--- src/include/yolo_fixed.svh ---
`ifndef YOLO_FIXED_SVH
`define YOLO_FIXED_SVH

// width of the shift and b_shift fields
`define SHIFT_W 6

// sigmoid segment breakpoints, Q8.24 in the low bits of an accumulator
`define Q24_5_0     64'h0000_0000_0500_0000
`define Q24_2_375   64'h0000_0000_0260_0000
`define Q24_1_0     64'h0000_0000_0100_0000

// segment offsets
`define Q24_0_84375 64'h0000_0000_00D8_0000
`define Q24_0_625   64'h0000_0000_00A0_0000
`define Q24_0_5     64'h0000_0000_0080_0000

// segment slopes as right shifts (1/32, 1/8, 1/4)
`define SIG_SH_HI   5
`define SIG_SH_MID  3
`define SIG_SH_LO   2

`endif

--- src/verilog/yolo_cfg_pkg.sv ---
`include "yolo_fixed.svh"

package yolo_cfg_pkg;

   localparam int CFG_WORD_W = 32;
   localparam int CFG_ADDR_W = 2;

   typedef logic [CFG_ADDR_W-1:0] cfg_addr_t;

   // register map
   localparam cfg_addr_t CFG_ADDR_MODE  = 2'd0;
   localparam cfg_addr_t CFG_ADDR_SHIFT = 2'd1;

   // mode word, flags in the low bits
   typedef struct packed {
      logic [CFG_WORD_W-7:0] pad;
      logic                  bias_en;
      logic                  leaky;
      logic                  sigmoid;
      logic                  maxpool;
      logic                  bypass;
      logic                  bypass_adder;
   } layer_mode_t;

   // shift word, b_shift above shift
   typedef struct packed {
      logic [CFG_WORD_W-2*`SHIFT_W-1:0] pad;
      logic [`SHIFT_W-1:0]              b_shift;
      logic [`SHIFT_W-1:0]              shift;
   } layer_shift_t;

   // one write word, read as mode or shift depending on address
   typedef union packed {
      layer_mode_t  mode;
      layer_shift_t shamt;
   } layer_cfg_word_u;

   // full layer configuration seen by the datapath
   typedef struct packed {
      layer_mode_t  mode;
      layer_shift_t shamt;
   } layer_cfg_t;

endpackage

--- src/verilog/layer_cfg_regs.sv ---
`timescale 1ns/100ps

module layer_cfg_regs (
   input  logic                          clk,
   input  logic                          rst,
   input  logic                          cfg_we,
   input  yolo_cfg_pkg::cfg_addr_t       cfg_addr,
   input  yolo_cfg_pkg::layer_cfg_word_u cfg_wdata,
   output yolo_cfg_pkg::layer_cfg_t      cfg
);

   import yolo_cfg_pkg::*;

   layer_mode_t  mode_r;
   layer_shift_t shift_r;

   // the address picks which view of the write word is taken
   always_ff @(posedge clk, posedge rst) begin
      if (rst) begin
         mode_r  <= '0;
         shift_r <= '0;
      end else if (cfg_we) begin
         case (cfg_addr)
            CFG_ADDR_MODE: begin
               mode_r <= cfg_wdata.mode;
            end
            CFG_ADDR_SHIFT: begin
               shift_r <= cfg_wdata.shamt;
            end
            default: begin
               // unmapped, write dropped
               mode_r <= mode_r;
            end
         endcase
      end
   end

   assign cfg = '{mode: mode_r, shamt: shift_r};

endmodule

--- config.mk ---
export PLATFORM = sky130hd
export DESIGN_NAME = layer_cfg_regs
export DESIGN_NICKNAME = d
export VERILOG_FILES = /design/src/verilog/yolo_cfg_pkg.sv /design/src/verilog/layer_cfg_regs.sv
export VERILOG_INCLUDE_DIRS = /design/src /design/src/include
export SDC_FILE = /design/constraint.sdc
export NUM_CORES = 1
export LEC_CHECK = 0
export BUFFER_PORTS_ARGS = -buffer_cell sky130_fd_sc_hd__buf_2
export CAP_MARGIN = 20
export CORE_MARGIN = 1
export CORE_UTILIZATION = 42
export CTS_CLUSTER_SIZE = 25
export DETAILED_ROUTE_END_ITERATION = 8
export HOLD_SLACK_MARGIN = 0.02
export PLACE_DENSITY_LB_ADDON = 0.08
export SETUP_SLACK_MARGIN = 0.4
export SLEW_MARGIN = 20
export SYNTH_ARGS = -nofsm -noshare
export SYNTH_HDL_FRONTEND = slang
export SYNTH_SLANG_ARGS = --single-unit
--- constraint.sdc ---
create_clock -name clk -period 1.9 [get_ports clk]
set_input_delay 0.38 -clock clk [delete_from_list [all_inputs] [get_ports clk]]
set_output_delay 0.38 -clock clk [all_outputs]
set_load 0.01 [all_outputs]
Word level (Yosys, flattened, before mapping)
Cells that the tools add are included.
{"block": "word_totals", "ramBits": 0, "elab_cells": 14, "latchBits": 0, "input_bits": 37, "reg_bits": 64, "mem_bits_ro": 0, "n_memories": 0, "output_inout_bits": 64}
{"block": "op_classes", "bitwise": 0, "reduce_logical": 3, "magnitude_cmp": 0, "n_mul": 0, "shift": 0, "addsub": 0, "div_mod_pow": 0, "eq_ne": 1, "muxes": 0}
{"cell": "AND reduction 2 bit", "n": 2}
{"cell": "== test 2 x 1 -> 1 bit (second input constant)", "n": 1}
{"cell": "zero test 2 bit", "n": 1}

Longest topological paths before layout
{"block": "logic_depth", "word_depth": 2, "mapped_depth": 3, "depth_no_buf": 2}

Worst setup path before layout
Ideal clock, no wire load.
{"block": "synth_timing", "path_type": "in2reg", "from": "input cfg_addr[0]", "to": "register mode_r, in the netlist cfg[34]", "required_time_ns": 1.775, "stages": 3, "setup_time_ns": 0.125, "setup_slack_ns": 0.613, "arrival_time_ns": 1.162, "n_path_buf": 1, "path_cell_list": "nor3b_4 -> buf_4 -> mux2_2"}
{"block": "synth_between", "elab_chain_cells": 2}
{"element": "start, declared", "line_no": "layer_cfg_regs.sv:7", "rtl": "input yolo_cfg_pkg::cfg_addr_t cfg_addr,"}
{"element": "zero test 2 bit", "line_no": "layer_cfg_regs.sv:23", "rtl": "case (cfg_addr)"}
{"element": "AND reduction 2 bit (no source line)"}
{"element": "end signal, assigned", "line_no": "layer_cfg_regs.sv:25", "rtl": "mode_r <= cfg_wdata.mode;"}
{"element": "end signal, assigned", "line_no": "layer_cfg_regs.sv:32", "rtl": "mode_r <= mode_r;"}
{"element": "end, declared", "line_no": "layer_cfg_regs.sv:14", "rtl": "layer_mode_t mode_r;"}
No other way between the ends.
A chain may end at the register's enable or synchronous reset.

Worst setup path after layout
{"block": "layout_timing", "from": "register mode_r, in the netlist cfg[47]", "to": "output cfg[47] in the netlist's numbering"}
{"element": "end, declared", "line_no": "layer_cfg_regs.sv:9", "rtl": "output yolo_cfg_pkg::layer_cfg_t cfg"}
No word-level cell between the ends.

==> out/qor.yml <==
outcome: "complete, no violations"
wirelength_um: 4450
regArea_mm2: 0.00160
cp_data_required_time_ns: 1.52
grt_pass1_vias: 1516
overflow: 0
fin_total_pwr_mw: 3.97
die_width_um: 77.9
postCtsHoldBufs: 0
nFillCells: 462
reg2reg_slack_ns: 1.13
grt_pass1_wl_um: 7270
synth_area_leader_cell: "dfrtp_1"
synth_cell_type_count: 8
setup_tns_ns: 0
hold_slack_ns: 0.115
finalWorstSetupSlack_ns: 0.663
period_needed_ns: 1.24
fin_nets: 283
ctsResizeCount: 0
ir_worst_vdd_v: 0.000738
rows: 27
n_antenna_cell: 0
core_mm2: 0.00554
drive_gt1_share_pct: 73.7
drtAntennaViolNets: 0
leakage_nw: 1.59
fp.dieH_um: 77.9
endpoint_kind: "output pin"
hold_class: "primary input to async pin"
crit_path_top_delay_cell: "dfrtp_1"
use_met1_pct: 21.0
fmax_mhz: 809
synth_cells: 137
reg2reg_from: "cfg[25]"
ys_seq_area_share_pct: 66.2
synth_area_leaders: "dfrtp_1, mux2_2, clkbuf_8, buf_4, mux2_1"
yosysTopAreaCellShare_pct: 66.2
use_met3_pct: 4.82
cts_root_buffer: "clkbuf_8"
final_cell_area_mm2: 0.00327
syn2layout_area_growth_pct: 35.1
worstSetupPathType: "flip-flop to output pin"
drt-initial-drc-count: 52
cts_buffers: 9
clock-sinks: 64
antenna_found_initial: 0
max_stage_delay_ns: 0.39
viasPerCell: 4.72
largest_reg_flops: 64
clk_latency_ns: 0.32
tightest_slew_ns: 0.338
finalWeightedCongestion: 0.690
clock_path_buffers: 2
met2_usage_pct: 23.2
rr_endpoint: "cfg[25]"
path_buf_inv: 1
grt_max_degree: 65
syn_nets: 174
hold_viol: 0
initial_core_util_pct: 43.7
setup_violations: 0
avgSynthCellArea_um2: 17.7
fin_skew_ns: 0
synth_warnings: 0
fin_crit_sh_pct: 65.1
multiInputGateArea_um2: 751
synth_seq_cells: 64
slew_violations: 0
port-buffer-count: 100
dieArea_mm2: 0.00607
cp_max_fo: 2
syn_area_mm2: 0.00242
busiest_layer: "met2"
max-cap-violations: 0
rsz0062_at_grt: "false"
placed_area_mm2: 0.00301
vias: 1524
wl_per_cell_um: 13.8
post-cts-setup-buffer-count: 0
start_kind: "flip-flop"
cp_top_family: "flip-flops"
drt_first_pass_iters: 2
relSlewSlack_pct: 77.4
track_usage_pct: 16.0
pin_count: 101
dpl_worst_slack_ns: 0.358
clk_pin_slew_ns: 0.07
cts_tree: "built"
h-tree-depth: 3
crit_chain: "buf_2"
power_density_mw_per_mm2: 1220
place.detailed.hpwl_um: 3100
worst_ep_arrival_time_ns: 0.86
remaining_drc_errors: 0
worstRegToRegCells: 1
-- metal layers --
| metal | vias up | part of all wire, % | routed length [µm] |
|---|---|---|---|
| met2 | 65 | 44 | 1980 |
| li1 | 704 | - | - |
| met5 | - | 0 | 0 |
| met1 | 747 | 46 | 2060 |
| met4 | 0 | 1.4 | 61 |
| met3 | 8 | 7.8 | 345 |
-- stage by stage --
step                      instances  util [%]
after floorplan                 137         -
after global placement          307      54.2
after detailed placement        307      54.2
after CTS                       323      59.0
after global routing            323      59.0
final                           323      59.0
-- how the worst max path moves through the flow --
| stage | from | end | slack (ns) | cells after the start |
|---|---|---|---|---|
| finish | cfg[47] | cfg[47] | 0.66 | 1 |
| CTS | cfg[15] | cfg[15] | 0.64 | 1 |
| floorplan | cfg_addr[0] | cfg[34] | 0.61 | 3 |
| global route | cfg[15] | cfg[15] | 0.62 | 1 |
| global placement | cfg_addr[0] | cfg[44] | 0.38 | 4 |
| detailed placement | cfg_addr[0] | cfg[34] | 0.36 | 4 |
-- synthesized netlist by cell type (all sizes together) --
master,number
inv,1
dfrtp,64
nor3b,1
nand3b,1
buf,3
clkbuf,3
mux2,64
-- logic make-up after synthesis --
| logic type | synth area share [%] |
|---|---|
| and+or+nand+nor | 1.24 |
| muxes | 29.8 |
| buffers and inverters | 2.79 |
| DFF | 66.2 |
-- cells in the final DEF, fill, tap and decap left out --
master	netlist	routed
dfrtp_1	64	64
mux2_2	62	62
nand3b_2	1	1
clkinv_4	0	1
buf_2	0	100
nor3b_4	1	1
clkinvlp_4	0	1
buf_12	0	2
clkbuf_8	3	12
bufinv_16	0	3
mux2_1	2	2
buf_4	3	2
-- layout make-up --
cell class                 count  area share [%]
multi-input combinational     66            23.0
tap                           72            2.76
inverter                       1           0.230
sequential                    64            49.0
clock buffer                  12            5.05
timing repair buffer         104            17.0
clock inverter                 4            3.02
-- power breakdown --
part	leakage, nW	total [mW]	switching, mW	internal, mW
logic	0.702	0.762	0.355	0.407
registers	0.757	1.74	0.117	1.62
clock network	0.133	1.48	0.493	0.982
total	1.59	3.97	0.965	3.01
Power figures use the tool's default switching activity.
